`src/hw/saturn_pkg.sv`:
```
package saturn_pkg;

  // bus and register widths
  localparam int NIBBLE_W = 4;
  localparam int ADDR_W = 20;

  // longest LC immediate, in nibbles
  localparam int IMM_NIBBLES = 16;
  localparam int IMM_W = NIBBLE_W * IMM_NIBBLES;

  // wide enough to hold a count of IMM_NIBBLES
  localparam int CNT_W = 5;

  // decoder FSM states
  typedef enum logic [2:0] {
    ST_FIRST   = 3'd0,
    // second nibble of 0x
    ST_BLOCK0  = 3'd1,
    // n of 2n
    ST_PSET    = 3'd2,
    // length nibble of 3n
    ST_LCLEN   = 3'd3,
    ST_OPERAND = 3'd4
  } dec_state_t;

  // decoded operations
  typedef enum logic [3:0] {
    OP_RTN    = 4'd0,
    OP_RTNSXM = 4'd1,
    OP_RTNSC  = 4'd2,
    OP_RTNCC  = 4'd3,
    OP_SETHEX = 4'd4,
    OP_SETDEC = 4'd5,
    OP_PINC   = 4'd6,
    OP_PDEC   = 4'd7,
    OP_PSET   = 4'd8,
    OP_LC     = 4'd9,
    OP_GOC    = 4'd10,
    OP_GONC   = 4'd11,
    OP_GOTO   = 4'd12,
    OP_GOSUB  = 4'd13
  } ins_op_t;

endpackage

```
`src/hw/exec_unit.sv`:
```
module exec_unit import saturn_pkg::*; #(
  parameter int RSTK_DEPTH = 8
) (
  input  logic                i_clk,
  input  logic                i_reset,
  input  logic                i_ins_valid,
  input  ins_op_t             i_ins_op,
  input  logic [ADDR_W-1:0]   i_ins_addr,
  input  logic [IMM_W-1:0]    i_imm,
  output logic                o_ins_done,
  output ins_op_t             o_ins_op,
  output logic [ADDR_W-1:0]   o_ins_addr,
  output logic [IMM_W-1:0]    o_imm,
  output logic                o_jump,
  output logic [ADDR_W-1:0]   o_jump_target,
  output logic [3:0]          o_reg_p,
  output logic                o_mode_dec,
  output logic                o_carry
);

  localparam int PTR_W = $clog2(RSTK_DEPTH);
  localparam int LVL_W = $clog2(RSTK_DEPTH + 1);

  // circular return stack, rstk_ptr is the next free slot
  logic [ADDR_W-1:0] rstk [RSTK_DEPTH];
  logic [PTR_W-1:0] rstk_ptr;
  logic [LVL_W-1:0] rstk_cnt;

  logic is_rtn;
  logic do_push;
  logic do_pop;
  logic [ADDR_W-1:0] off8;
  logic [ADDR_W-1:0] off12;
  logic [ADDR_W-1:0] pop_addr;
  logic [ADDR_W-1:0] target;
  logic jump;

  // signed offsets, relative to the nibble after the opcode
  assign off8 = {{(ADDR_W-8){i_imm[7]}}, i_imm[7:0]};
  assign off12 = {{(ADDR_W-12){i_imm[11]}}, i_imm[11:0]};

  // empty stack pops zero
  assign pop_addr = (rstk_cnt == '0) ? '0 : rstk[rstk_ptr - PTR_W'(1)];

  assign is_rtn = (i_ins_op == OP_RTN) || (i_ins_op == OP_RTNSXM) ||
                  (i_ins_op == OP_RTNSC) || (i_ins_op == OP_RTNCC);
  assign do_push = i_ins_valid && (i_ins_op == OP_GOSUB);
  assign do_pop = i_ins_valid && is_rtn;

  always_comb begin
    target = '0;
    jump = 1'b0;
    case (i_ins_op)
      OP_GOTO, OP_GOSUB: begin
        target = i_ins_addr + ADDR_W'(1) + off12;
        jump = 1'b1;
      end
      OP_GOC, OP_GONC: begin
        target = i_ins_addr + ADDR_W'(1) + off8;
        jump = (i_ins_op == OP_GOC) ? o_carry : !o_carry;
      end
      OP_RTN, OP_RTNSXM, OP_RTNSC, OP_RTNCC: begin
        target = pop_addr;
        jump = 1'b1;
      end
      default: ;
    endcase
  end

  // machine state
  always_ff @(posedge i_clk) begin
    if (i_reset) begin
      o_reg_p <= '0;
      o_mode_dec <= 1'b0;
      o_carry <= 1'b0;
      rstk_ptr <= '0;
      rstk_cnt <= '0;
    end else begin
      if (i_ins_valid) begin
        case (i_ins_op)
          OP_SETHEX: o_mode_dec <= 1'b0;
          OP_SETDEC: o_mode_dec <= 1'b1;
          OP_PINC: o_reg_p <= o_reg_p + 4'd1;
          OP_PDEC: o_reg_p <= o_reg_p - 4'd1;
          OP_PSET: o_reg_p <= i_imm[3:0];
          OP_RTNSC: o_carry <= 1'b1;
          OP_RTNCC: o_carry <= 1'b0;
          default: ;
        endcase
      end
      // a full stack loses its oldest entry, the count saturates
      if (do_push) begin
        rstk_ptr <= rstk_ptr + PTR_W'(1);
        if (rstk_cnt != LVL_W'(RSTK_DEPTH)) begin
          rstk_cnt <= rstk_cnt + LVL_W'(1);
        end
      end
      if (do_pop && rstk_cnt != '0) begin
        rstk_ptr <= rstk_ptr - PTR_W'(1);
        rstk_cnt <= rstk_cnt - LVL_W'(1);
      end
    end
  end

  // return address is the nibble after the 4-nibble GOSUB
  always_ff @(posedge i_clk) begin
    if (do_push) begin
      rstk[rstk_ptr] <= i_ins_addr + ADDR_W'(4);
    end
  end

  // result record
  always_ff @(posedge i_clk) begin
    if (i_reset) begin
      o_ins_done <= 1'b0;
      o_jump <= 1'b0;
    end else begin
      o_ins_done <= i_ins_valid;
      o_jump <= i_ins_valid && jump;
    end
  end

  always_ff @(posedge i_clk) begin
    if (i_ins_valid) begin
      o_ins_op <= i_ins_op;
      o_ins_addr <= i_ins_addr;
      o_imm <= i_imm;
      o_jump_target <= target;
    end
  end

endmodule

```
`src/hw/nibble_decoder.sv`:
```
module nibble_decoder import saturn_pkg::*; (
  input  logic                i_clk,
  input  logic                i_reset,
  input  logic                i_en_dec,
  input  logic [ADDR_W-1:0]   i_pc,
  input  logic [NIBBLE_W-1:0] i_nibble,
  input  logic [CNT_W-1:0]    i_count,
  input  logic [IMM_W-1:0]    i_imm,
  output logic                o_clear,
  output logic                o_shift,
  output logic [NIBBLE_W-1:0] o_shift_nibble,
  output logic                o_ins_valid,
  output ins_op_t             o_ins_op,
  output logic [ADDR_W-1:0]   o_ins_addr,
  output logic [IMM_W-1:0]    o_imm,
  output logic                o_dec_error
);

  dec_state_t state;

  // expected operand length, in nibbles
  logic [CNT_W-1:0] op_len;
  // next operand nibble is the first one
  logic first_opnd;

  // first nibble dispatch
  dec_state_t first_state;
  ins_op_t first_op;
  logic [CNT_W-1:0] first_len;
  logic first_ok;

  // 0x second nibble
  ins_op_t b0_op;
  logic b0_ok;

  logic [CNT_W-1:0] cnt_eff;
  logic last_nibble;

  // collector strobes follow the incoming nibble directly
  assign o_shift = i_en_dec && (state == ST_OPERAND || state == ST_PSET);
  assign o_shift_nibble = i_nibble;

  // 0x clears too, so a record without operand carries a zero immediate
  assign o_clear = i_en_dec && (state == ST_BLOCK0 || state == ST_PSET ||
                                (state == ST_OPERAND && first_opnd));

  assign o_imm = i_imm;

  // count held before this shift, the collector restarts on clear
  assign cnt_eff = first_opnd ? '0 : i_count;
  assign last_nibble = (cnt_eff + CNT_W'(1)) == op_len;

  always_comb begin
    first_state = ST_FIRST;
    first_op = OP_RTN;
    first_len = CNT_W'(2);
    first_ok = 1'b1;
    case (i_nibble)
      4'h0: first_state = ST_BLOCK0;
      4'h2: begin
        first_state = ST_PSET;
        first_op = OP_PSET;
      end
      4'h3: begin
        first_state = ST_LCLEN;
        first_op = OP_LC;
      end
      // 4xy GOC, 5xy GONC
      4'h4, 4'h5: begin
        first_state = ST_OPERAND;
        first_op = i_nibble[0] ? OP_GONC : OP_GOC;
      end
      // 6xyz GOTO, 7xyz GOSUB
      4'h6, 4'h7: begin
        first_state = ST_OPERAND;
        first_op = i_nibble[0] ? OP_GOSUB : OP_GOTO;
        first_len = CNT_W'(3);
      end
      default: first_ok = 1'b0;
    endcase
  end

  always_comb begin
    b0_op = OP_RTN;
    b0_ok = 1'b1;
    case (i_nibble)
      4'h0: b0_op = OP_RTNSXM;
      4'h1: b0_op = OP_RTN;
      4'h2: b0_op = OP_RTNSC;
      4'h3: b0_op = OP_RTNCC;
      4'h4: b0_op = OP_SETHEX;
      4'h5: b0_op = OP_SETDEC;
      4'hC: b0_op = OP_PINC;
      4'hD: b0_op = OP_PDEC;
      default: b0_ok = 1'b0;
    endcase
  end

  // FSM and status pulses
  always_ff @(posedge i_clk) begin
    if (i_reset) begin
      state <= ST_FIRST;
      first_opnd <= 1'b0;
      o_ins_valid <= 1'b0;
      o_dec_error <= 1'b0;
    end else begin
      o_ins_valid <= 1'b0;
      o_dec_error <= 1'b0;
      if (i_en_dec) begin
        case (state)
          ST_FIRST: begin
            state <= first_state;
            first_opnd <= 1'b1;
            o_dec_error <= !first_ok;
          end
          ST_BLOCK0: begin
            state <= ST_FIRST;
            o_ins_valid <= b0_ok;
            o_dec_error <= !b0_ok;
          end
          // any n is legal
          ST_PSET: begin
            state <= ST_FIRST;
            o_ins_valid <= 1'b1;
          end
          ST_LCLEN: begin
            state <= ST_OPERAND;
            first_opnd <= 1'b1;
          end
          ST_OPERAND: begin
            first_opnd <= 1'b0;
            if (last_nibble) begin
              state <= ST_FIRST;
              o_ins_valid <= 1'b1;
            end
          end
          default: state <= ST_FIRST;
        endcase
      end
    end
  end

  // pending instruction fields
  always_ff @(posedge i_clk) begin
    if (i_en_dec) begin
      if (state == ST_FIRST) begin
        o_ins_addr <= i_pc;
        o_ins_op <= first_op;
        op_len <= first_len;
      end else if (state == ST_BLOCK0) begin
        o_ins_op <= b0_op;
      end else if (state == ST_LCLEN) begin
        // 3n loads n+1 nibbles
        op_len <= CNT_W'(i_nibble) + CNT_W'(1);
      end
    end
  end

endmodule

```
`src/hw/operand_collector.sv`:
```
module operand_collector import saturn_pkg::*; (
  input  logic                i_clk,
  input  logic                i_reset,
  input  logic                i_clear,
  input  logic                i_shift,
  input  logic [NIBBLE_W-1:0] i_nibble,
  output logic [IMM_W-1:0]    o_imm,
  output logic [CNT_W-1:0]    o_count
);

  // slot taken by the current shift
  logic [CNT_W-1:0] slot;
  logic slot_free;

  assign slot = i_clear ? '0 : o_count;
  assign slot_free = slot < CNT_W'(IMM_NIBBLES);

  // nibble count, restarts on clear
  always_ff @(posedge i_clk) begin
    if (i_reset) begin
      o_count <= '0;
    end else if (i_shift && slot_free) begin
      o_count <= slot + CNT_W'(1);
    end else if (i_clear) begin
      o_count <= '0;
    end
  end

  // low nibble first, unused slots stay zero after a clear
  always_ff @(posedge i_clk) begin
    if (i_clear) begin
      o_imm <= '0;
    end
    if (i_shift && slot_free) begin
      o_imm[slot*NIBBLE_W +: NIBBLE_W] <= i_nibble;
    end
  end

endmodule

```
`src/hw/saturn_decode_top.sv`:
```
module saturn_decode_top import saturn_pkg::*; #(
  parameter int RSTK_DEPTH = 8
) (
  input  logic                i_clk,
  input  logic                i_reset,
  input  logic                i_en_dec,
  input  logic [ADDR_W-1:0]   i_pc,
  input  logic [NIBBLE_W-1:0] i_nibble,
  output logic                o_ins_done,
  output ins_op_t             o_ins_op,
  output logic [ADDR_W-1:0]   o_ins_addr,
  output logic [IMM_W-1:0]    o_imm,
  output logic                o_jump,
  output logic [ADDR_W-1:0]   o_jump_target,
  output logic [3:0]          o_reg_p,
  output logic                o_mode_dec,
  output logic                o_carry,
  output logic                o_dec_error
);

  // decoder to collector
  logic clear;
  logic shift;
  logic [NIBBLE_W-1:0] shift_nibble;
  logic [IMM_W-1:0] coll_imm;
  logic [CNT_W-1:0] coll_count;

  // decoder to execute unit
  logic ins_valid;
  ins_op_t dec_op;
  logic [ADDR_W-1:0] dec_addr;
  logic [IMM_W-1:0] dec_imm;

  nibble_decoder decoder_i (
    .i_clk          (i_clk),
    .i_reset        (i_reset),
    .i_en_dec       (i_en_dec),
    .i_pc           (i_pc),
    .i_nibble       (i_nibble),
    .i_count        (coll_count),
    .i_imm          (coll_imm),
    .o_clear        (clear),
    .o_shift        (shift),
    .o_shift_nibble (shift_nibble),
    .o_ins_valid    (ins_valid),
    .o_ins_op       (dec_op),
    .o_ins_addr     (dec_addr),
    .o_imm          (dec_imm),
    .o_dec_error    (o_dec_error)
  );

  operand_collector collector_i (
    .i_clk    (i_clk),
    .i_reset  (i_reset),
    .i_clear  (clear),
    .i_shift  (shift),
    .i_nibble (shift_nibble),
    .o_imm    (coll_imm),
    .o_count  (coll_count)
  );

  exec_unit #(
    .RSTK_DEPTH (RSTK_DEPTH)
  ) exec_i (
    .i_clk         (i_clk),
    .i_reset       (i_reset),
    .i_ins_valid   (ins_valid),
    .i_ins_op      (dec_op),
    .i_ins_addr    (dec_addr),
    .i_imm         (dec_imm),
    .o_ins_done    (o_ins_done),
    .o_ins_op      (o_ins_op),
    .o_ins_addr    (o_ins_addr),
    .o_imm         (o_imm),
    .o_jump        (o_jump),
    .o_jump_target (o_jump_target),
    .o_reg_p       (o_reg_p),
    .o_mode_dec    (o_mode_dec),
    .o_carry       (o_carry)
  );

endmodule

```
`config.mk`:
```
export PLATFORM = sky130hd
export DESIGN_NAME = saturn_decode_top
export DESIGN_NICKNAME = d
export VERILOG_FILES = /design/src/hw/saturn_pkg.sv /design/src/hw/exec_unit.sv /design/src/hw/nibble_decoder.sv /design/src/hw/operand_collector.sv /design/src/hw/saturn_decode_top.sv
export SDC_FILE = /design/constraint.sdc
export NUM_CORES = 1
export LEC_CHECK = 0
export ABC_AREA = 1
export CAP_MARGIN = 20
export CORE_MARGIN = 2
export CORE_UTILIZATION = 37
export CTS_CLUSTER_DIAMETER = 100
export DETAILED_ROUTE_END_ITERATION = 10
export DONT_BUFFER_PORTS = 1
export SYNTH_ARGS = -nofsm -noshare
export SYNTH_HDL_FRONTEND = slang
export SYNTH_SLANG_ARGS = --single-unit
```
`constraint.sdc`:
```
create_clock -name i_clk -period 6.22 [get_ports i_clk]
set_input_delay 0.311 -clock i_clk [delete_from_list [all_inputs] [get_ports i_clk]]
set_output_delay 0.311 -clock i_clk [all_outputs]
set_load 0.005 [all_outputs]
```
==> results of run 1 <==
-- critical path, cell delays in order (launching register included) --
cell,delay [ps]
edfxtp_1,480
ha_1,260
nand3_1,150
nor2_1,220
nand2_1,100
nor3_1,450
nand2_1,130
xnor2_1,550
mux2_2,300
ha_1,280
a21oi_1,240
o21ai_0,140
a21oi_1,170
nand3_1,160
o21ai_0,210
nand2_1,80
-- final cells by class --
| type | instances | area (um^2) |
|---|---|---|
| sequential | 387 | 10700 |
| multi-input combinational | 1016 | 5490 |
| timing repair buffer | 46 | 412 |
| clock inverter | 25 | 270 |
| clock buffer | 49 | 1030 |
| tap | 600 | 751 |
| inverter | 137 | 514 |
| fill | 4275 | 26100 |
-- cell families after synthesis --
kind of cell | count (synthesis) | synth area share (%)
and+or+nand+nor | 673 | 17.1
DFF | 387 | 63.3
AOI/OAI and AO/OA | 229 | 8.16
buffers and inverters | 191 | 4.37
xor gates and xnor gates | 50 | 2.59
adders and majority gates | 38 | 2.94
muxes | 26 | 1.54
-- state kept, by name (all words and copies together), names as in the netlist, 3 cells and up --
signal	cells
exec_i.rstk	160
collector_i.o_imm	64
exec_i.o_imm	64
decoder_i.o_ins_addr	20
exec_i.o_ins_addr	20
exec_i.o_jump_target	20
collector_i.o_count	5
decoder_i.op_len	5
decoder_i.o_ins_op	4
exec_i.o_ins_op	4
exec_i.o_reg_p	4
exec_i.rstk_cnt	4
decoder_i.state	3
exec_i.rstk_ptr	3
-- worst max path at each step --
stage,from,endpoint,depth (start not counted)
finish,decoder_i.o_ins_addr[2]$_DFFE_PP_,exec_i.o_jump_target[17]$_DFFE_PP_,15
global route,decoder_i.o_ins_addr[2]$_DFFE_PP_,exec_i.o_jump_target[17]$_DFFE_PP_,16
CTS,decoder_i.o_ins_addr[2]$_DFFE_PP_,exec_i.o_jump_target[17]$_DFFE_PP_,15
detailed placement,decoder_i.o_ins_addr[2]$_DFFE_PP_,exec_i.o_jump_target[17]$_DFFE_PP_,15
global placement,decoder_i.o_ins_addr[2]$_DFFE_PP_,exec_i.o_jump_target[17]$_DFFE_PP_,15
floorplan,decoder_i.o_ins_valid$_SDFF_PP0_,exec_i.rstk[0][0]$_DFFE_PP_,4
-- through the flow --
stage               cells  instance area (um^2)
detailed placement   2160                 17600
floorplan            1594                 16900
global placement     2159                 17600
global route         2260                 19200
finish               2260                 19200
CTS                  2259                 19200
-- routing by layer --
metal | global-route usage [%] | vias to the layer above
li1 | - | 5636
met1 | 25.1 | 5634
met2 | 29.4 | 363
met3 | 3.97 | 71
met4 | 5.83 | 0
met5 | 0 | -
-- cell usage in the layout (no fill, tap or decap), types with 34 or more instances in the layout --
cell type	instances
edfxtp_1	297
nand2_1	279
nor2_1	214
inv_1	128
o21ai_0	104
nand3_1	103
dfxtp_1	88
a21oi_1	49
clkbuf_16	40
xor2_1	36
ha_1	34
-- power by group through the flow --
stage               Sequential [mW]  Clock (mW)  Combinational [mW]
global route                   3.03        2.51               0.799
CTS                            3.03        2.41               0.695
finish                         3.02        2.36               0.706
floorplan                      3.02           0               0.499
detailed placement             3.08           0               0.676
global placement               3.08           0               0.672
==> summary.md, run 1 <==
| Metric | Value |
|---|---|
| Clock root cell | `clkbuf_16` |
| Met2 routed WL | `about 20 mm` |
| Core ar. | `approximately 45000 um^2` |
| Fin nets | `~1700` |
| Max Cap Viol | `0` |
| Critical Path Start Type | `register` |
| GRT Total Usage | `between 10% and 20%` |
| Post-synthesis sequential area ratio | `63.3%` |
| Gate power share | `11.6%` |
| Post-synth top area cell | `edfxtp_1` |
| Post-cts gate resize count | `0` |
| Final Slew Violations | `0` |
| CTS H-tree lvls | `2` |
| FF+latch count, synth | `slightly below 400` |
| Worst min path class | `input pin to register` |
| Die W | `roughly 220 um` |
| Synth warnings | `0` |
| Psw | `1.57 mW` |
| Max FO, Critical Path | `9` |
| GRT Residual Overflow | `0` |
| Period utilisation layout | `roughly 67%` |
| Placement Rows | `roughly 80` |
| LEAKAGE | `7.06 nW` |
| Worst-Skew Late Latency | `560 ps` |
| CTS Buf Count | `40` |
| Synthesized area | `~17000 um^2` |
| Cells on Worst Hold Path | `2` |
| Worst EP required | `~6500 ps` |
| Gpl congestion | `slightly above 0.9` |
| Slew headroom | `about a third` |
| Reg2reg start | `decoder_i.o_ins_addr[2]$_DFFE_PP_` |
| Final Skew | `26.9 ps` |
| DRC Markers | `0` |
| Synth top area cells | `edfxtp_1 53%, dfxtp_1 11%, nand2_1 6.2%` |
| Highest routed layer | `met4` |
| Slew @ Worst Pin | `1000 ps` |
| Clock share of power | `38.8%` |
| Initial core utilization | `a little under two fifths` |
| Area Overhead vs Synth | `13.3%` |
| Pre-CTS setup slack | `between 2000 and 2500 ps` |
| CP Capture Type | `register` |
| CTS max path bufs | `3` |
| First-pass GRT wire length | `approximately 67 mm` |
| Syn nets | `around 1700` |
| Sw frac | `between 20 and 30%` |
| Hold Slack | `around 35 ps` |
| # Post-CTS Setup Buffers | `0` |
| CP Data Arrival Time | `4470 ps` |
| Drt total wl | `about 44 mm` |
| Fmax | `around 240 MHz` |
| Final hold violation count | `0` |
| R2r worst-path depth | `15` |
| Final Core Density | `between 40% and 50%` |
| Async S/R FF share, synth | `0%` |
| TritonCTS clock tree | `done` |
| First drt pass iteration count | `5` |
| Overall Power | `roughly 6 mW` |
| Routed len/inst | `19.4 um` |
| Kind of critical path | `register to register` |
| Starting DRC count in detailed routing | `907` |
| Post-route ant nets | `0` |
| Status | `complete, no violations` |
| Sequential share of power | `49.6%` |
| Routed wl met3 | `between 2 and 3 mm` |
| Layout cells sized above 1 | `7.11%` |
| Max VDD drop | `approximately 0.25 mV` |
| I/O Buffers | `0` |
| EDFF count, synth | `297` |
| Vias in the first global route | `between 10000 and 15000` |
| DIE AREA | `approximately 48000 um^2` |
| Post-synth top area share | `approximately 53%` |
| Placed wire-length estimate | `29.5 mm` |
| Pin count of the biggest net entering global routing | `74` |
| Worst-path clk slew | `about 70 ps` |
| Antenna cell count | `0` |
| Fin Setup TNS | `0 ps` |
| Cell Pwr Density | `approximately 320 nW/um^2` |
| Netlist cell types | `44` |
| Worst reg-to-reg setup slack | `2040 ps` |
| Internal power | `4.52 mW` |
| Predominant post-synthesis flop cell | `edfxtp_1` |
| Synth cell count leaders | `297 x edfxtp_1, 279 x nand2_1, 215 x nor2_1` |
| M1 WL | `19.8 mm` |
| Vias per cell | `5.18` |
| Worst Hold End | `decoder_i.op_len[4]$_SDFFCE_PP0P_` |
| Worst setup margin | `around 2000 ps` |
| Hold path startpoint | `i_nibble[2]` |
| Top-Level Pins | `144` |
| DIE HEIGHT | `~220 um` |
| CTS Sinks | `387` |
| DR vias | `11700` |
| Initial antenna violation count | `0` |
| Setup violators final | `0` |
| Most frequent cell after synthesis | `edfxtp_1` |
| Fin crit period | `4180 ps` |
| Hold_buf cts | `25` |
| Syn Inst Count | `around 1600` |
| Mapped Avg Cell Area | `approximately 11 um^2` |
| Unrepaired setup endpoints after global routing | `no` |
| Reg-to-reg endpoint | `exec_i.o_jump_target[17]$_DFFE_PP_` |
No activity file was read; power rests on OpenSTA's default activity.
==> run 2, diff against run 1 <==
Clock period 6.22 ns to 3.72 ns, I/O delays scaled along.
==> run 2 against run 1 <==
  * Routed wire length rose by 0.63%
  * Via count rose by 0.76%
  * Clock skew fell by 7.7 ps
  * Non-clock buffer count rose by 24
  * Global-route usage rose by 0.17 points
  * Clock power rose by 67%
  * Critical path depth did not move
  * Cell count rose by 0.93%
  * Flip-flop and latch count did not move
  * First-iteration DRC count rose by 12%
  * Critical path type unchanged
==> summary.md, run 2 (synthesis gave the netlist of run 1 again) <==
| Metric | Value |
|---|---|
| Status | `complete, no violations` |
| Core ar. | `45300 um^2` |
| Unrepaired setup endpoints after global routing | `no` |
| GRT Total Usage | `18.6%` |
| Starting DRC count in detailed routing | `slightly above 1000` |
| Drt total wl | `44.1 mm` |
| Vias in the first global route | `roughly 11000` |
| CTS H-tree lvls | `2` |
| Worst-path clk slew | `roughly 60 ps` |
| Reg-to-reg endpoint | `exec_i.o_jump_target[14]$_DFFE_PP_` |
| Final Slew Violations | `0` |
| Most common cell after layout, fill and taps aside | `edfxtp_1` |
| Reg2reg start | `decoder_i.o_ins_addr[2]$_DFFE_PP_` |
| Final hold violation count | `0` |
| Crit path max-delay cell type | `a21oi_1` |
| GRT Residual Overflow | `0` |
| CP Capture Type | `register` |
| Post-route ant nets | `0` |
| DR vias | `about 12000` |
| CP bufs+invs | `2` |
| Cell Pwr Density | `about 530 nW/um^2` |
| Top-Level Pins | `144` |
| Routed len/inst | `about 19 um` |
| Placement Rows | `just under 80` |
| Cell family with most CP delay | `simple AND/OR/NAND/NOR gates` |
| Period utilisation layout | `95.1%` |
| Max FO, Critical Path | `11` |
| Vias per cell | `between 5 and 6` |
| Routed wl met3 | `3.38 mm` |
| Slew @ Worst Pin | `1030 ps` |
| Fin nets | `approximately 1700` |
| Pin count of the biggest net entering global routing | `between 80 and 90` |
| M1 WL | `18.8 mm` |
| Worst min path class | `input pin to register` |
| Initial antenna violation count | `1` |
| TritonCTS clock tree | `done` |
| Max Cap Viol | `0` |
| Critical Path Start Type | `register` |
| Top Registers | `exec_i.rstk: 160 flops, collector_i.o_imm: 64 flops, exec_i.o_imm: 64 flops` |
| Overall Power | `~10 mW` |
| Fmax | `283 MHz` |
| Worst-Skew Late Latency | `about 550 ps` |
| Fin Setup TNS | `0 ps` |
| Layout cells sized above 1 | `approximately 8.5%` |
| Fin crit period | `between 3000 and 4000 ps` |
| Area Overhead vs Synth | `14.4%` |
| Most flops, register | `exec_i.rstk` |
| Clock root cell | `clkbuf_16` |
| Final Skew | `19.2 ps` |
| Highest-count cells in the layout ignoring fill and taps | `297 x edfxtp_1, 279 x nand2_1, 214 x nor2_1` |
| LEAKAGE | `between 7 and 8 nW` |
| Antenna cell count | `0` |
| Worst reg-to-reg setup slack | `~180 ps` |
| Worst Hold End | `exec_i.rstk_ptr[1]$_SDFFE_PP0P_` |
| CTS Buf Count | `39` |
| Critical Path, Cell by Cell | `buf_4 > inv_1 > nor2_1 > nand2_1 > nor2_1 > xor2_1 > ha_1 > a21oi_1 > o21a_1 > nand3_1 > nand3_1 > nand2_1 > or2_2 > nand3_1 > nand2_1` |
| Initial core utilization | `between 30 and 40%` |
| R2r worst-path depth | `15` |
| Max VDD drop | `0.341 mV` |
| Worst EP required | `4020 ps` |
| DIE AREA | `47500 um^2` |
| Highest routed layer | `met4` |
| I/O Buffers | `0` |
| DRC Markers | `0` |
| CP Data Arrival Time | `3840 ps` |
| CP peak stage delay | `450 ps` |
| Slew headroom | `between 30% and 40%` |
| Setup violators final | `0` |
| Die W | `between 200 and 250 um` |
| Hold path startpoint | `i_reset` |
| CTS Sinks | `around 390` |
| First drt pass iteration count | `5` |
| First-pass GRT wire length | `~68 mm` |
| Met2 routed WL | `around 20 mm` |
| Placed wire-length estimate | `about 30 mm` |
| CTS max path bufs | `3` |
| Cells on Worst Hold Path | `3` |
| Kind of critical path | `register to register` |
| Gpl congestion | `0.930` |
| FILL cells | `4255` |
| Max reg flops | `160` |
| DIE HEIGHT | `218 um` |
[run 2: cell type report]
class                      count  area (um^2)  area share, %
timing repair buffer          70          606           3.12
tap                          600          751           3.87
inverter                     137          514           2.65
clock buffer                  42          987           5.09
sequential                   387        10700           55.3
multi-input combinational   1016         5500           28.4
clock inverter                29          294           1.52
[run 2: what timing repair did]
action                                 4_1_cts  5_1_grt
hold buffers                                27        0
resized for setup                            0        3
endpoints found under the hold margin       52        0
buffers inserted                             0        0
setup endpoints to repair                    0        6
[run 2: metrics by stage]
stage	hold WS (ps)	instances	setup slack (ps)	area, um^2	utilization (%)
5_1_grt	42.8	2281	24.2	19400	42.8
3_5_place_dp	261	2183	259	17800	39.3
4_1_cts	1.07	2281	250	19400	42.8
6_report	4.54	2281	181	19400	42.8
2_1_floorplan	264	1594	221	16900	-
3_3_place_gp	259	2183	191	17800	39.3
[run 2: routing by layer]
layer | GRT usage (%) | vias up
li1 | - | 5684
met1 | 24.7 | 5624
met2 | 29.4 | 389
met3 | 4.64 | 96
met4 | 7.14 | 0
met5 | 0 | -
[run 2: where the power goes]
part | leakage [nW] | total, mW | internal (mW) | switching [mW]
logic | 3.13 | 1.22 | 0.408 | 0.811
clock network | 0.625 | 3.94 | 2.28 | 1.66
registers | 3.42 | 5.03 | 4.88 | 0.154
[run 2: how the worst max path moves through the flow]
stage,start,endpoint,slack [ps],cells after the start
detailed placement,decoder_i.o_ins_addr[1]$_DFFE_PP_,exec_i.o_jump_target[16]$_DFFE_PP_,260,14
CTS,decoder_i.o_ins_addr[1]$_DFFE_PP_,exec_i.o_jump_target[16]$_DFFE_PP_,250,14
finish,decoder_i.o_ins_addr[2]$_DFFE_PP_,exec_i.o_jump_target[14]$_DFFE_PP_,180,15
floorplan,decoder_i.o_ins_valid$_SDFF_PP0_,exec_i.rstk[0][0]$_DFFE_PP_,220,4
global placement,decoder_i.o_ins_addr[1]$_DFFE_PP_,exec_i.o_jump_target[8]$_DFFE_PP_,190,12
global route,decoder_i.o_ins_addr[2]$_DFFE_PP_,exec_i.o_jump_target[19]$_DFFE_PP_,20,18
[run 2: worst register-to-register path, stage by stage (launching register included)]
cell	delay (ps)
edfxtp_1	360
buf_4	180
inv_1	190
nor2_1	270
nand2_1	180
nor2_1	220
xor2_1	200
ha_1	330
a21oi_1	450
o21a_1	200
nand3_1	120
nand3_1	100
nand2_1	70
or2_2	280
nand3_1	90
nand2_1	60
